<file path="src/rob_pkg.sv">
/* reorder buffer definitions */

package rob_pkg;

	localparam int ROB_DEPTH = 16;   // default entry count, power of two

	// commit side state
	typedef enum logic [1:0] {
		RUN    = 2'd0,  // normal dispatch and commit
		FLUSH  = 2'd1,  // one cycle of clearing after a mispredict
		HALTED = 2'd2   // left only by reset
	} rob_state_e;

endpackage

</file>
<file path="src/arch_pkg.sv">
/* architectural definitions */

package arch_pkg;

	typedef logic [4:0]  arn_t;      // architectural register number, 32 regs
	typedef logic [5:0]  prn_t;      // physical register number, 64 regs
	typedef logic [63:0] addr_t;     // instruction address / branch target

	// writes to this register are discarded at commit
	localparam arn_t ZERO_REG = 5'd31;

	// halt status, latched when a halt or illegal inst leaves the core
	typedef enum logic [2:0] {
		NO_ERROR             = 3'd0,
		HALTED_ON_HALT_I1    = 3'd1, // halt in commit slot 1
		HALTED_ON_ILLEGAL_I1 = 3'd2, // illegal in commit slot 1
		HALTED_ON_HALT_I2    = 3'd3, // halt in commit slot 2
		HALTED_ON_ILLEGAL_I2 = 3'd4  // illegal in commit slot 2
	} error_code_e;

endpackage
</file>
<file path="src/reorder_buffer.sv">
/* two wide reorder buffer */

`timescale 1ns/1ps

module reorder_buffer #(
	parameter int ROB_SIZE = rob_pkg::ROB_DEPTH,
	localparam int IDX_W = $clog2(ROB_SIZE)
) (
	input  logic                  clock,
	input  logic                  rst_n,
	// dispatch, program order
	input  logic                  inst1_load,
	input  arch_pkg::addr_t       inst1_pc,
	input  arch_pkg::arn_t        inst1_arn_dest,
	input  arch_pkg::prn_t        inst1_prn_dest,
	input  logic                  inst1_is_branch,
	input  logic                  inst1_is_halt,
	input  logic                  inst1_is_illegal,
	input  logic                  inst2_load,
	input  arch_pkg::addr_t       inst2_pc,
	input  arch_pkg::arn_t        inst2_arn_dest,
	input  arch_pkg::prn_t        inst2_prn_dest,
	input  logic                  inst2_is_branch,
	input  logic                  inst2_is_halt,
	input  logic                  inst2_is_illegal,
	// result bus
	input  logic                  cdb1_valid,
	input  logic [IDX_W-1:0]      cdb1_rob_idx,
	input  logic                  cdb1_mispredict,
	input  arch_pkg::addr_t       cdb1_value,
	input  logic                  cdb2_valid,
	input  logic [IDX_W-1:0]      cdb2_rob_idx,
	input  logic                  cdb2_mispredict,
	input  arch_pkg::addr_t       cdb2_value,
	output logic [IDX_W-1:0]      inst1_rob_idx,   // same cycle as the load
	output logic [IDX_W-1:0]      inst2_rob_idx,
	output logic                  rob_full,        // stall dispatch
	// commit
	output logic                  commit1_valid,
	output arch_pkg::addr_t       commit1_pc,
	output arch_pkg::arn_t        commit1_arn_dest,
	output arch_pkg::prn_t        commit1_prn_dest,
	output logic                  commit1_wr_en,
	output logic                  commit2_valid,
	output arch_pkg::addr_t       commit2_pc,
	output arch_pkg::arn_t        commit2_arn_dest,
	output arch_pkg::prn_t        commit2_prn_dest,
	output logic                  commit2_wr_en,
	output logic                  redirect_valid,  // fetch restarts at redirect_pc
	output arch_pkg::addr_t       redirect_pc,
	output logic [3:0]            completed_insts,
	output arch_pkg::error_code_e error_status
);

	logic [IDX_W-1:0] head_idx;
	logic             alloc1_we, alloc2_we;
	logic             accept, flush;
	logic [1:0]       retire_cnt;

	// head entries, read out of the entry array
	logic             head1_ready, head2_ready;
	arch_pkg::addr_t  head1_pc, head2_pc;
	arch_pkg::arn_t   head1_arn_dest, head2_arn_dest;
	arch_pkg::prn_t   head1_prn_dest, head2_prn_dest;
	logic             head1_is_branch, head2_is_branch;
	logic             head1_mispredict, head2_mispredict;
	arch_pkg::addr_t  head1_target, head2_target;
	logic             head1_is_halt, head2_is_halt;
	logic             head1_is_illegal, head2_is_illegal;

	//////////////////////////////////////////////////
	// pointers, entries, commit control
	//////////////////////////////////////////////////
	rob_ptrs #(
		.ROB_SIZE(ROB_SIZE)
	) rob_ptrs_i (.*);

	rob_entries #(
		.ROB_SIZE(ROB_SIZE)
	) rob_entries_i (.*);

	commit_ctrl commit_ctrl_i (.*);

endmodule

</file>
<file path="src/commit_ctrl.sv">
/* commit selection and state */

`timescale 1ns/1ps

module commit_ctrl (
	input  logic                  clock,
	input  logic                  rst_n,
	input  logic                  head1_ready,
	input  arch_pkg::addr_t       head1_pc,
	input  arch_pkg::arn_t        head1_arn_dest,
	input  arch_pkg::prn_t        head1_prn_dest,
	input  logic                  head1_is_branch,
	input  logic                  head1_mispredict,
	input  arch_pkg::addr_t       head1_target,
	input  logic                  head1_is_halt,
	input  logic                  head1_is_illegal,
	input  logic                  head2_ready,
	input  arch_pkg::addr_t       head2_pc,
	input  arch_pkg::arn_t        head2_arn_dest,
	input  arch_pkg::prn_t        head2_prn_dest,
	input  logic                  head2_is_branch,
	input  logic                  head2_mispredict,
	input  arch_pkg::addr_t       head2_target,
	input  logic                  head2_is_halt,
	input  logic                  head2_is_illegal,
	output logic [1:0]            retire_cnt,
	output logic                  flush,
	output logic                  accept,
	output logic                  commit1_valid,
	output arch_pkg::addr_t       commit1_pc,
	output arch_pkg::arn_t        commit1_arn_dest,
	output arch_pkg::prn_t        commit1_prn_dest,
	output logic                  commit1_wr_en,
	output logic                  commit2_valid,
	output arch_pkg::addr_t       commit2_pc,
	output arch_pkg::arn_t        commit2_arn_dest,
	output arch_pkg::prn_t        commit2_prn_dest,
	output logic                  commit2_wr_en,
	output logic [3:0]            completed_insts,
	output logic                  redirect_valid,
	output arch_pkg::addr_t       redirect_pc,
	output arch_pkg::error_code_e error_status
);

	rob_pkg::rob_state_e   state_q, state_d;
	arch_pkg::error_code_e err_q, err_d;
	logic stop1;          // head 1 ends the commit group
	logic mis1, mis2;     // committing mispredicted branch per slot
	logic stop_halt1, stop_halt2;

	//////////////////////////////////////////////////
	// commit selection
	//////////////////////////////////////////////////
	assign stop1 = (head1_is_branch && head1_mispredict) || head1_is_halt || head1_is_illegal;

	assign commit1_valid = (state_q == rob_pkg::RUN) && head1_ready;
	assign commit2_valid = commit1_valid && head2_ready && !stop1; // never past a stopper
	assign retire_cnt    = {commit2_valid, commit1_valid && !commit2_valid};
	assign completed_insts = {2'b00, retire_cnt};

	assign commit1_pc       = head1_pc;
	assign commit1_arn_dest = head1_arn_dest;
	assign commit1_prn_dest = head1_prn_dest;
	assign commit1_wr_en    = commit1_valid && (head1_arn_dest != arch_pkg::ZERO_REG);
	assign commit2_pc       = head2_pc;
	assign commit2_arn_dest = head2_arn_dest;
	assign commit2_prn_dest = head2_prn_dest;
	assign commit2_wr_en    = commit2_valid && (head2_arn_dest != arch_pkg::ZERO_REG);

	// redirect goes out with the branch itself
	assign mis1 = commit1_valid && head1_is_branch && head1_mispredict;
	assign mis2 = commit2_valid && head2_is_branch && head2_mispredict;
	assign redirect_valid = mis1 || mis2;
	assign redirect_pc    = mis1 ? head1_target : (mis2 ? head2_target : '0);

	assign stop_halt1 = commit1_valid && (head1_is_halt || head1_is_illegal);
	assign stop_halt2 = commit2_valid && (head2_is_halt || head2_is_illegal);

	assign flush        = (state_q == rob_pkg::FLUSH);
	assign accept       = (state_q == rob_pkg::RUN);
	assign error_status = err_q;

	//////////////////////////////////////////////////
	// RUN / FLUSH / HALTED
	//////////////////////////////////////////////////
	always_comb begin
		state_d = state_q;
		err_d   = err_q;
		case (state_q)
			rob_pkg::RUN: begin
				if (stop_halt1 || stop_halt2) begin
					state_d = rob_pkg::HALTED;
					// illegal before halt, slot 1 before slot 2
					if (stop_halt1)
						err_d = head1_is_illegal ? arch_pkg::HALTED_ON_ILLEGAL_I1
						                         : arch_pkg::HALTED_ON_HALT_I1;
					else
						err_d = head2_is_illegal ? arch_pkg::HALTED_ON_ILLEGAL_I2
						                         : arch_pkg::HALTED_ON_HALT_I2;
				end else if (redirect_valid) begin
					state_d = rob_pkg::FLUSH;
				end
			end
			rob_pkg::FLUSH: state_d = rob_pkg::RUN;    // single clearing cycle
			default:        state_d = rob_pkg::HALTED; // sticky until reset
		endcase
	end

	always_ff @(posedge clock or negedge rst_n) begin
		if (!rst_n) begin
			state_q <= rob_pkg::RUN;
			err_q   <= arch_pkg::NO_ERROR;
		end else begin
			state_q <= state_d;
			err_q   <= err_d;
		end
	end

endmodule

</file>
<file path="src/rob_entries.sv">
/* rob entry storage */

`timescale 1ns/1ps

module rob_entries #(
	parameter int ROB_SIZE = rob_pkg::ROB_DEPTH,
	localparam int IDX_W = $clog2(ROB_SIZE)
) (
	input  logic               clock,
	input  logic               rst_n,
	input  logic               alloc1_we,
	input  logic               alloc2_we,
	input  logic [IDX_W-1:0]   inst1_rob_idx,
	input  logic [IDX_W-1:0]   inst2_rob_idx,
	input  arch_pkg::addr_t    inst1_pc,
	input  arch_pkg::arn_t     inst1_arn_dest,
	input  arch_pkg::prn_t     inst1_prn_dest,
	input  logic               inst1_is_branch,
	input  logic               inst1_is_halt,
	input  logic               inst1_is_illegal,
	input  arch_pkg::addr_t    inst2_pc,
	input  arch_pkg::arn_t     inst2_arn_dest,
	input  arch_pkg::prn_t     inst2_prn_dest,
	input  logic               inst2_is_branch,
	input  logic               inst2_is_halt,
	input  logic               inst2_is_illegal,
	input  logic               cdb1_valid,
	input  logic [IDX_W-1:0]   cdb1_rob_idx,
	input  logic               cdb1_mispredict,
	input  arch_pkg::addr_t    cdb1_value,      // branch target when a branch completes
	input  logic               cdb2_valid,
	input  logic [IDX_W-1:0]   cdb2_rob_idx,
	input  logic               cdb2_mispredict,
	input  arch_pkg::addr_t    cdb2_value,
	input  logic [IDX_W-1:0]   head_idx,
	input  logic               flush,
	output logic               head1_ready,     // occupied and executed
	output arch_pkg::addr_t    head1_pc,
	output arch_pkg::arn_t     head1_arn_dest,
	output arch_pkg::prn_t     head1_prn_dest,
	output logic               head1_is_branch,
	output logic               head1_mispredict,
	output arch_pkg::addr_t    head1_target,
	output logic               head1_is_halt,
	output logic               head1_is_illegal,
	output logic               head2_ready,
	output arch_pkg::addr_t    head2_pc,
	output arch_pkg::arn_t     head2_arn_dest,
	output arch_pkg::prn_t     head2_prn_dest,
	output logic               head2_is_branch,
	output logic               head2_mispredict,
	output arch_pkg::addr_t    head2_target,
	output logic               head2_is_halt,
	output logic               head2_is_illegal
);

	arch_pkg::addr_t   pc_q  [ROB_SIZE];
	arch_pkg::arn_t    arn_q [ROB_SIZE];
	arch_pkg::prn_t    prn_q [ROB_SIZE];
	arch_pkg::addr_t   tgt_q [ROB_SIZE];
	logic [ROB_SIZE-1:0] br_q, halt_q, ill_q, mis_q;  // per entry flags
	logic [ROB_SIZE-1:0] occ_q;      // entry holds a live inst
	logic [ROB_SIZE-1:0] exe_q;      // result bus has marked it
	logic [IDX_W-1:0]    head_prev_q; // head before the last edge
	logic [IDX_W-1:0]    ret_cnt;    // entries retired at the last edge
	logic [IDX_W-1:0]    head2_idx;

	assign ret_cnt   = head_idx - head_prev_q;
	assign head2_idx = head_idx + IDX_W'(1);

	//////////////////////////////////////////////////
	// occupied / executed bits
	//////////////////////////////////////////////////
	always_ff @(posedge clock or negedge rst_n) begin
		if (!rst_n) begin
			occ_q       <= '0;
			exe_q       <= '0;
			head_prev_q <= '0;
		end else if (flush) begin
			occ_q       <= '0;   // wrong path entries all dropped
			head_prev_q <= '0;   // pointers restart at zero too
		end else begin
			head_prev_q <= head_idx;
			// retired entries freed one edge late, never reachable as head 2 by then
			if (ret_cnt != '0) occ_q[head_prev_q] <= 1'b0;
			if (ret_cnt == IDX_W'(2)) occ_q[head_prev_q + IDX_W'(1)] <= 1'b0;
			if (cdb1_valid) exe_q[cdb1_rob_idx] <= 1'b1;
			if (cdb2_valid) exe_q[cdb2_rob_idx] <= 1'b1;
			if (alloc1_we) begin             // dispatch wins over a late free
				occ_q[inst1_rob_idx] <= 1'b1;
				exe_q[inst1_rob_idx] <= 1'b0;
			end
			if (alloc2_we) begin
				occ_q[inst2_rob_idx] <= 1'b1;
				exe_q[inst2_rob_idx] <= 1'b0;
			end
		end
	end

	//////////////////////////////////////////////////
	// payload, written on dispatch and completion
	//////////////////////////////////////////////////
	always_ff @(posedge clock) begin
		if (alloc1_we) begin
			pc_q[inst1_rob_idx]   <= inst1_pc;
			arn_q[inst1_rob_idx]  <= inst1_arn_dest;
			prn_q[inst1_rob_idx]  <= inst1_prn_dest;
			br_q[inst1_rob_idx]   <= inst1_is_branch;
			halt_q[inst1_rob_idx] <= inst1_is_halt;
			ill_q[inst1_rob_idx]  <= inst1_is_illegal;
		end
		if (alloc2_we) begin
			pc_q[inst2_rob_idx]   <= inst2_pc;
			arn_q[inst2_rob_idx]  <= inst2_arn_dest;
			prn_q[inst2_rob_idx]  <= inst2_prn_dest;
			br_q[inst2_rob_idx]   <= inst2_is_branch;
			halt_q[inst2_rob_idx] <= inst2_is_halt;
			ill_q[inst2_rob_idx]  <= inst2_is_illegal;
		end
		if (cdb1_valid) begin
			mis_q[cdb1_rob_idx] <= cdb1_mispredict;
			tgt_q[cdb1_rob_idx] <= cdb1_value;
		end
		if (cdb2_valid) begin
			mis_q[cdb2_rob_idx] <= cdb2_mispredict;
			tgt_q[cdb2_rob_idx] <= cdb2_value;
		end
	end

	// head reads, combinational
	assign head1_ready      = occ_q[head_idx] && exe_q[head_idx];
	assign head1_pc         = pc_q[head_idx];
	assign head1_arn_dest   = arn_q[head_idx];
	assign head1_prn_dest   = prn_q[head_idx];
	assign head1_is_branch  = br_q[head_idx];
	assign head1_mispredict = mis_q[head_idx];
	assign head1_target     = tgt_q[head_idx];
	assign head1_is_halt    = halt_q[head_idx];
	assign head1_is_illegal = ill_q[head_idx];
	assign head2_ready      = occ_q[head2_idx] && exe_q[head2_idx];
	assign head2_pc         = pc_q[head2_idx];
	assign head2_arn_dest   = arn_q[head2_idx];
	assign head2_prn_dest   = prn_q[head2_idx];
	assign head2_is_branch  = br_q[head2_idx];
	assign head2_mispredict = mis_q[head2_idx];
	assign head2_target     = tgt_q[head2_idx];
	assign head2_is_halt    = halt_q[head2_idx];
	assign head2_is_illegal = ill_q[head2_idx];

endmodule

</file>
<file path="src/rob_ptrs.sv">
/* rob head, tail and occupancy */

`timescale 1ns/1ps

module rob_ptrs #(
	parameter int ROB_SIZE = rob_pkg::ROB_DEPTH,
	localparam int IDX_W = $clog2(ROB_SIZE)
) (
	input  logic             clock,
	input  logic             rst_n,
	input  logic             inst1_load,    // dispatch slot 1 presents an inst
	input  logic             inst2_load,    // dispatch slot 2 presents an inst
	input  logic             accept,        // commit side in RUN
	input  logic [1:0]       retire_cnt,    // entries leaving this cycle
	input  logic             flush,         // clear everything at the next edge
	output logic             alloc1_we,
	output logic             alloc2_we,
	output logic [IDX_W-1:0] inst1_rob_idx,
	output logic [IDX_W-1:0] inst2_rob_idx,
	output logic [IDX_W-1:0] head_idx,
	output logic             rob_full
);

	logic [IDX_W-1:0] head_q;     // oldest entry
	logic [IDX_W-1:0] tail_q;     // next free entry
	logic [IDX_W:0]   count_q;    // occupancy, 0..ROB_SIZE
	logic [IDX_W:0]   n_alloc;    // entries written this cycle

	// room for two more is required before accepting anything
	assign rob_full = (count_q > (IDX_W+1)'(ROB_SIZE - 2)) || !accept;

	assign alloc1_we = inst1_load && !rob_full;
	assign alloc2_we = inst2_load && !rob_full;
	assign n_alloc   = (IDX_W+1)'(alloc1_we) + (IDX_W+1)'(alloc2_we);

	assign inst1_rob_idx = tail_q;
	assign inst2_rob_idx = inst1_load ? tail_q + IDX_W'(1) : tail_q; // slot 2 alone takes tail
	assign head_idx      = head_q;

	//////////////////////////////////////////////////
	// counters, all wrap at ROB_SIZE
	//////////////////////////////////////////////////
	always_ff @(posedge clock or negedge rst_n) begin
		if (!rst_n) begin
			head_q  <= '0;
			tail_q  <= '0;
			count_q <= '0;
		end else if (flush) begin
			head_q  <= '0;   // mispredict recovery restarts at entry 0
			tail_q  <= '0;
			count_q <= '0;
		end else begin
			head_q  <= head_q + IDX_W'(retire_cnt);
			tail_q  <= tail_q + IDX_W'(n_alloc);
			count_q <= count_q + n_alloc - (IDX_W+1)'(retire_cnt);
		end
	end

endmodule

</file>
<file path="config.mk">
export PLATFORM = sky130hd
export DESIGN_NAME = reorder_buffer
export DESIGN_NICKNAME = d
export VERILOG_FILES = /design/src/rob_pkg.sv /design/src/arch_pkg.sv /design/src/reorder_buffer.sv /design/src/commit_ctrl.sv /design/src/rob_entries.sv /design/src/rob_ptrs.sv
export SDC_FILE = /design/constraint.sdc
export NUM_CORES = 2
export LEC_CHECK = 0
export BUFFER_PORTS_ARGS = -buffer_cell sky130_fd_sc_hd__buf_2
export CORE_MARGIN = 4
export CORE_UTILIZATION = 35
export DETAILED_ROUTE_END_ITERATION = 10
export HOLD_SLACK_MARGIN = 0.12
export PLACE_DENSITY = 0.55
export SLEW_MARGIN = 30
export SYNTH_ARGS = -nofsm -noshare
export SYNTH_HDL_FRONTEND = slang
export SYNTH_SLANG_ARGS = --single-unit
</file>
<file path="constraint.sdc">
create_clock -name clock -period 24 [get_ports clock]
set_clock_uncertainty 0.1 [all_clocks]
set_input_delay 7.2 -clock clock [delete_from_list [all_inputs] [get_ports clock]]
set_output_delay 7.2 -clock clock [all_outputs]
set_load 0.05 [all_outputs]
</file>
Word-level counts from Yosys, hierarchy flattened
Memory sizes are Yosys's and may differ from the RTL's. Cells that the tools add are included.

Bits in writable memories: 2224. Bits of input ports: 300. Latch bits: 0. Bits in registers: 118. Memories kept: 4. Memory bits (read-only): 0. Output and inout bits: 235. Word-level logic and storage cells: 182.

$lt $le $gt $ge: 15. Multiply operators: 0. Equality and inequality tests: 5. Reduce and logical (&&, ||, !) cells: 37. Add/subtract/negate cells: 9. Div/mod/pow operators: 0. Shift-type cells: 0. Muxes and demuxes: 88. Bitwise operators: 12.

Memory list: rob_entries_i.pc_q (depth 16, width 64, read ports 2, clocked after Yosys merged registers in 0, write ports 2, RTL line rob_entries.sv:57) `arch_pkg::addr_t pc_q [ROB_SIZE];`; rob_entries_i.tgt_q (depth 16, width 64, read ports 2, clocked after Yosys merged registers in 0, write ports 2, RTL line rob_entries.sv:60) `arch_pkg::addr_t tgt_q [ROB_SIZE];`; rob_entries_i.prn_q (depth 16, width 6, read ports 2, clocked after Yosys merged registers in 0, write ports 2, RTL line rob_entries.sv:59) `arch_pkg::prn_t prn_q [ROB_SIZE];`; rob_entries_i.arn_q (depth 16, width 5, read ports 2, clocked after Yosys merged registers in 0, write ports 2, RTL line rob_entries.sv:58) `arch_pkg::arn_t arn_q [ROB_SIZE];`.

Operators by type and width (number): two-way mux 16 bit (23); bitwise mux 16 bit (8); two-way mux 64 bit (2); AND 16 bit (4); inverter 16 bit (4); bitwise OR 16 bit (4); binary-select mux 1 bit (select 4 bit) (12); less-than comparator 4 x 5 -> 1 bit, second input constant (8); two-way mux 1 bit (26); demux 1 bit (select 4 bit) (6); >= comparator 4 x 1 -> 1 bit, second input constant (6); logical AND 1 bit (23); two-way mux 4 bit (4); adder 4 x 1 -> 4 bit, second input constant (3); != test 5 bit, second input constant (2); logical OR 1 bit (7); two-way mux 2 bit (3); two-way mux 3 bit (2); adder 5 bit (1); greater-than comparator 5 x 4 -> 1 bit, second input constant (1); two-way mux 5 bit (1); subtractor 5 x 2 -> 5 bit (1); adder 4 x 2 -> 4 bit (1); adder 4 bit (1); other kinds (10) (13).

Depth between registers and ports, before layout
Depth in word-level cells: 17. Depth in mapped cells: 17. Gate-level depth less buffers: 15.

Modules after synthesis
From an unflattened synthesis, not the netlist that was laid out.

Cell total of the unflattened synthesis: 8836. Area, all modules: 138356.4 µm².

By module, submodules not included: rob_entries (cells each 8477, area an instance 135249.7 µm², instances 1, seq. area each 68966.1 µm²); commit_ctrl (cells each 271, area an instance 2213.4 µm², instances 1, seq. area each 125.1 µm²); rob_ptrs (cells each 88, area an instance 893.4 µm², instances 1, seq. area each 325.3 µm²).

Least setup slack after synthesis
Ideal clock, no wire load.

Path kind: in2out. Start point: input inst1_load. End point: output inst2_rob_idx[0]. Slack: 8.632 ns. Buffers on the path: 0. Data arrival time: 8.068 ns. Stages: 1. Data required time: 16.700 ns. Path through: xor2_1.

Word-level cells in the longest chain between the ends: 1.

Ends and longest elaborated chain: from (decl) (RTL line reorder_buffer.sv:12) `input logic inst1_load,`; two-way mux 4 bit (RTL line rob_ptrs.sv:37) `assign inst2_rob_idx = inst1_load ? tail_q + IDX_W'(1) : tail_q;`; to (decl) (RTL line reorder_buffer.sv:36) `output logic [IDX_W-1:0] inst2_rob_idx,`.

No other way between the ends.

Final worst setup path
Start point: input inst1_load. End point: output inst2_rob_idx[3].

The elaborated chain is that of the path after synthesis.

==> results.md <==
* Top-count cell post-synth: mux2_2
* # setup viols final at 0
* Antenna violations before repair at 165
* Worst flop-to-flop path startpoint: commit_ctrl_i.state_q[1]$_DFFE_PN0P_
* Clock slew seen by the registers of the worst setup and hold paths at approximately 50 ps
* Critical path, cell by cell: buf_2 > nand4_1 > xor2_1 > inv_1 > buf_2
* DP Worst Slack at about 8600 ps
* DRC at 0
* Setup Fix Bufs, Post-CTS at 0
* Core footprint at 389000 sq um
* Worst Hold Class: flip-flop to flip-flop
* Power per cell area at about 120 nW/um^2
* EDFF count, synth at roughly 2200
* Post-placement cell area at 144000 sq um
* Area contributors post-synth: edfxtp_1, mux2_2, mux4_2
* CP Data Arrival Time at between 8000 and 9000 ps
* Most common cell on crit path: buf_2
* Rows at 229
* Yosys top cell by area: edfxtp_1
* Flop2flop setup slack at between 15000 and 20000 ps
* DRT antenna net count at 0
* Drt total wl at roughly 500000 um
* Area grow syn2layout at 12.0%
* Total CTS buffers at roughly 290
* Number of buffers and inverters on the critical path at 3
* CTS Hold Buffers Added at 0
* VDD IR max at approximately 0.14 mV
* Area fraction of the dominant cell type after synthesis at 0.488
* H-tree depth at 5
* Commonest cells in the netlist: mux2_2, edfxtp_1, mux4_2
* Setup TNS at 0 ps
* Worst setup EP type: primary output
* CTS Root Cell: clkbuf_16
* Syn. warnings at 0
* Slew Viols, Final at 0
* RSZ-0062 raised after global routing: false
* Fin nets at 8758
* Final RePlAce weighted congestion at around 0.80
* Static Leak at approximately 49 nW
* CP max-delay cell: buf_2
* Worst EP required at ~17000 ps
* Top FF cell, synth: edfxtp_1
* Vias at roughly 86000
* TritonCTS clock tree: yes
* Synth Area per Inst at about 16 sq um
* Hold Path Depth at 2
* Routed length per instance at around 36 um
* Outcome: finished, final reports clean
* Sequential-to-total area share from yosys stat at 0.508
* Initial Util at 0.352
* Largest net degree at the start of global routing at a little over 100
* Reg-to-reg endpoint: rob_entries_i.pc_q[5][40]$_DFFE_PP_
* Synth Instances at around 8400
* Synth Register Bits at approximately 2300
* Die height at about 630 um
* Gr ovfl total at 0
* Die Area at 401000 sq um
* DP Wirelength at about 270000 um
* First-pass GRT wire length at just under 700000 um
* 1st-pass router iterations at 6
* Max Root-Sink Buffers at 4
* Vias in the first global route at a little under 90000
* Worst Setup Slack, final at around 8700 ps
* Share of cells above drive strength 1 at 0.542
* CP Launch Point: inst1_load
* IO Pins at roughly 540
* Max-cap viol count at 0
* Filler cells at between 30000 and 40000
* Critical path class: input pin to primary output
* Tmin final at about 15000 ps
* Final worst-path cycle share at 0.640
* R2r worst-path depth at 8
* Post-synth design cell area at between 100000 and 150000 sq um
* Critical path's top delay family: buffers and inverters
* Hold path endpoint: rob_entries_i.exe_q[5]$_DFFE_PN0N_
* Clock Latency Late Sink at between 900 and 1000 ps
* Number of DRC markers in iteration 0 at about 9200
* Rel. slew slack at 0.269
* Worst-margin pin slew at 1100 ps
* Startpoint Class: input pin
* Hold Slack at around 420 ps
* Endpoints failing hold at 0
* Yosys cell types at 84
* Source of the worst hold timing path: rob_entries_i.exe_q[5]$_DFFE_PN0N_
* Synth async-reset ratio at 0.0231
* Total track usage at 0.243
* CP max FO at 6
* Fmax at roughly 65 MHz
* Via density per instance at a little over 6
* Port Buf Inserts at 532
* CP peak stage delay at around 270 ps
* PostCTS Resize Cnt at 0
* Post-Layout Inst Area at 153000 sq um
* Clock Sink Count at approximately 2300
* Die width at about 630 um
[placed cells by master (no fill, tap or decap), types with 17 or more instances in the layout]
| master | instances |
|---|---|
| buf_6 | 27 |
| buf_4 | 138 |
| a22oi_1 | 75 |
| clkinv_2 | 53 |
| clkinv_1 | 65 |
| nand3_1 | 17 |
| buf_2 | 532 |
| o221ai_1 | 40 |
| edfxtp_1 | 2224 |
| inv_1 | 23 |
| nor2_1 | 46 |
| bufinv_16 | 20 |
| a221oi_1 | 76 |
| mux2_1 | 58 |
| ha_1 | 17 |
| a21oi_2 | 20 |
| a21oi_1 | 102 |
| clkbuf_16 | 298 |
| mux4_2 | 1138 |
| nand2_1 | 312 |
| o21ai_2 | 28 |
| dfrtp_1 | 50 |
| o21ai_0 | 231 |
| mux2i_1 | 345 |
| nor2b_1 | 29 |
| clkbuf_1 | 49 |
| dfxtp_1 | 64 |
| nor2_4 | 26 |
| mux2_2 | 2276 |
| diode_2 | 73 |
[metrics by stage]
step | total power [W] | cells | utilization
after floorplan | 0.0112 | 8370 | -
after global placement | 0.0133 | 13300 | 0.369
after detailed placement | 0.0134 | 13300 | 0.369
after CTS | 0.0178 | 13900 | 0.393
after global routing | 0.0184 | 13900 | 0.393
final | 0.0177 | 13900 | 0.394
[sequential cells by signal, indices dropped and copies added (netlist names)]
name                        count
rob_entries_i.pc_q           1024
commit_ctrl_i.state_q           2
rob_entries_i.ill_q            16
commit_ctrl_i.error_status      3
rob_ptrs_i.count_q              5
rob_ptrs_i.head_idx             4
rob_entries_i.br_q             16
rob_entries_i.arn_q            80
rob_entries_i.tgt_q          1024
rob_entries_i.halt_q           16
rob_entries_i.prn_q            96
rob_entries_i.mis_q            16
rob_ptrs_i.inst1_rob_idx        4
rob_entries_i.head_prev_q       4
rob_entries_i.occ_q            16
rob_entries_i.exe_q            16
[cell families after synthesis]
group | synth area share
compound gates | 0.0312
other cells | 0.0000274
xor+xnor | 0.00110
buf+inv | 0.0342
simple gates | 0.0181
fa+ha+maj | 0.00223
flops | 0.508
mux | 0.406
[power by group]
part           total (W)  leakage [nW]  switching [W]  internal, W
logic            0.00843          23.8        0.00503      0.00341
registers        0.00489          21.2       0.000179      0.00471
clock network    0.00433          4.48        0.00183      0.00250
total             0.0177          49.5        0.00704       0.0106
[tightest hold or removal path: stages, from the launching register on]
cell and delay [ps]:
dfrtp_1 360, a21oi_1 50, nor2_1 70
[per-layer routing]
metal  global-route usage  routed length [um]  vias to the layer above
met1                0.308              193000                    46100
li1                     -                   -                    34500
met2                0.408              246000                     4186
met4                0.100               22200                       74
met5                    0                 494                        -
met3               0.0481               39600                     1157
[final cells by class]
class | instances | area (sq um) | share of cell area
Sequential cell | 2342 | 69400 | 0.453
Multi-Input combinational cell | 5051 | 63200 | 0.413
Clock buffer | 351 | 7700 | 0.0502
Tap cell | 5197 | 6500 | 0.0424
Timing Repair Buffer | 725 | 4650 | 0.0304
Clock inverter | 166 | 1420 | 0.00927
Antenna cell | 73 | 183 | 0.00119
Inverter | 28 | 118 | 0.000768
[how the worst max path moves through the flow]
stage               depth (start not counted)                to
floorplan                                   1  inst2_rob_idx[0]
global placement                            5  inst2_rob_idx[3]
detailed placement                          5  inst2_rob_idx[3]
CTS                                         5  inst2_rob_idx[3]
global route                                5  inst2_rob_idx[3]
finish                                      5  inst2_rob_idx[3]
(Power assumes the default switching activity.)
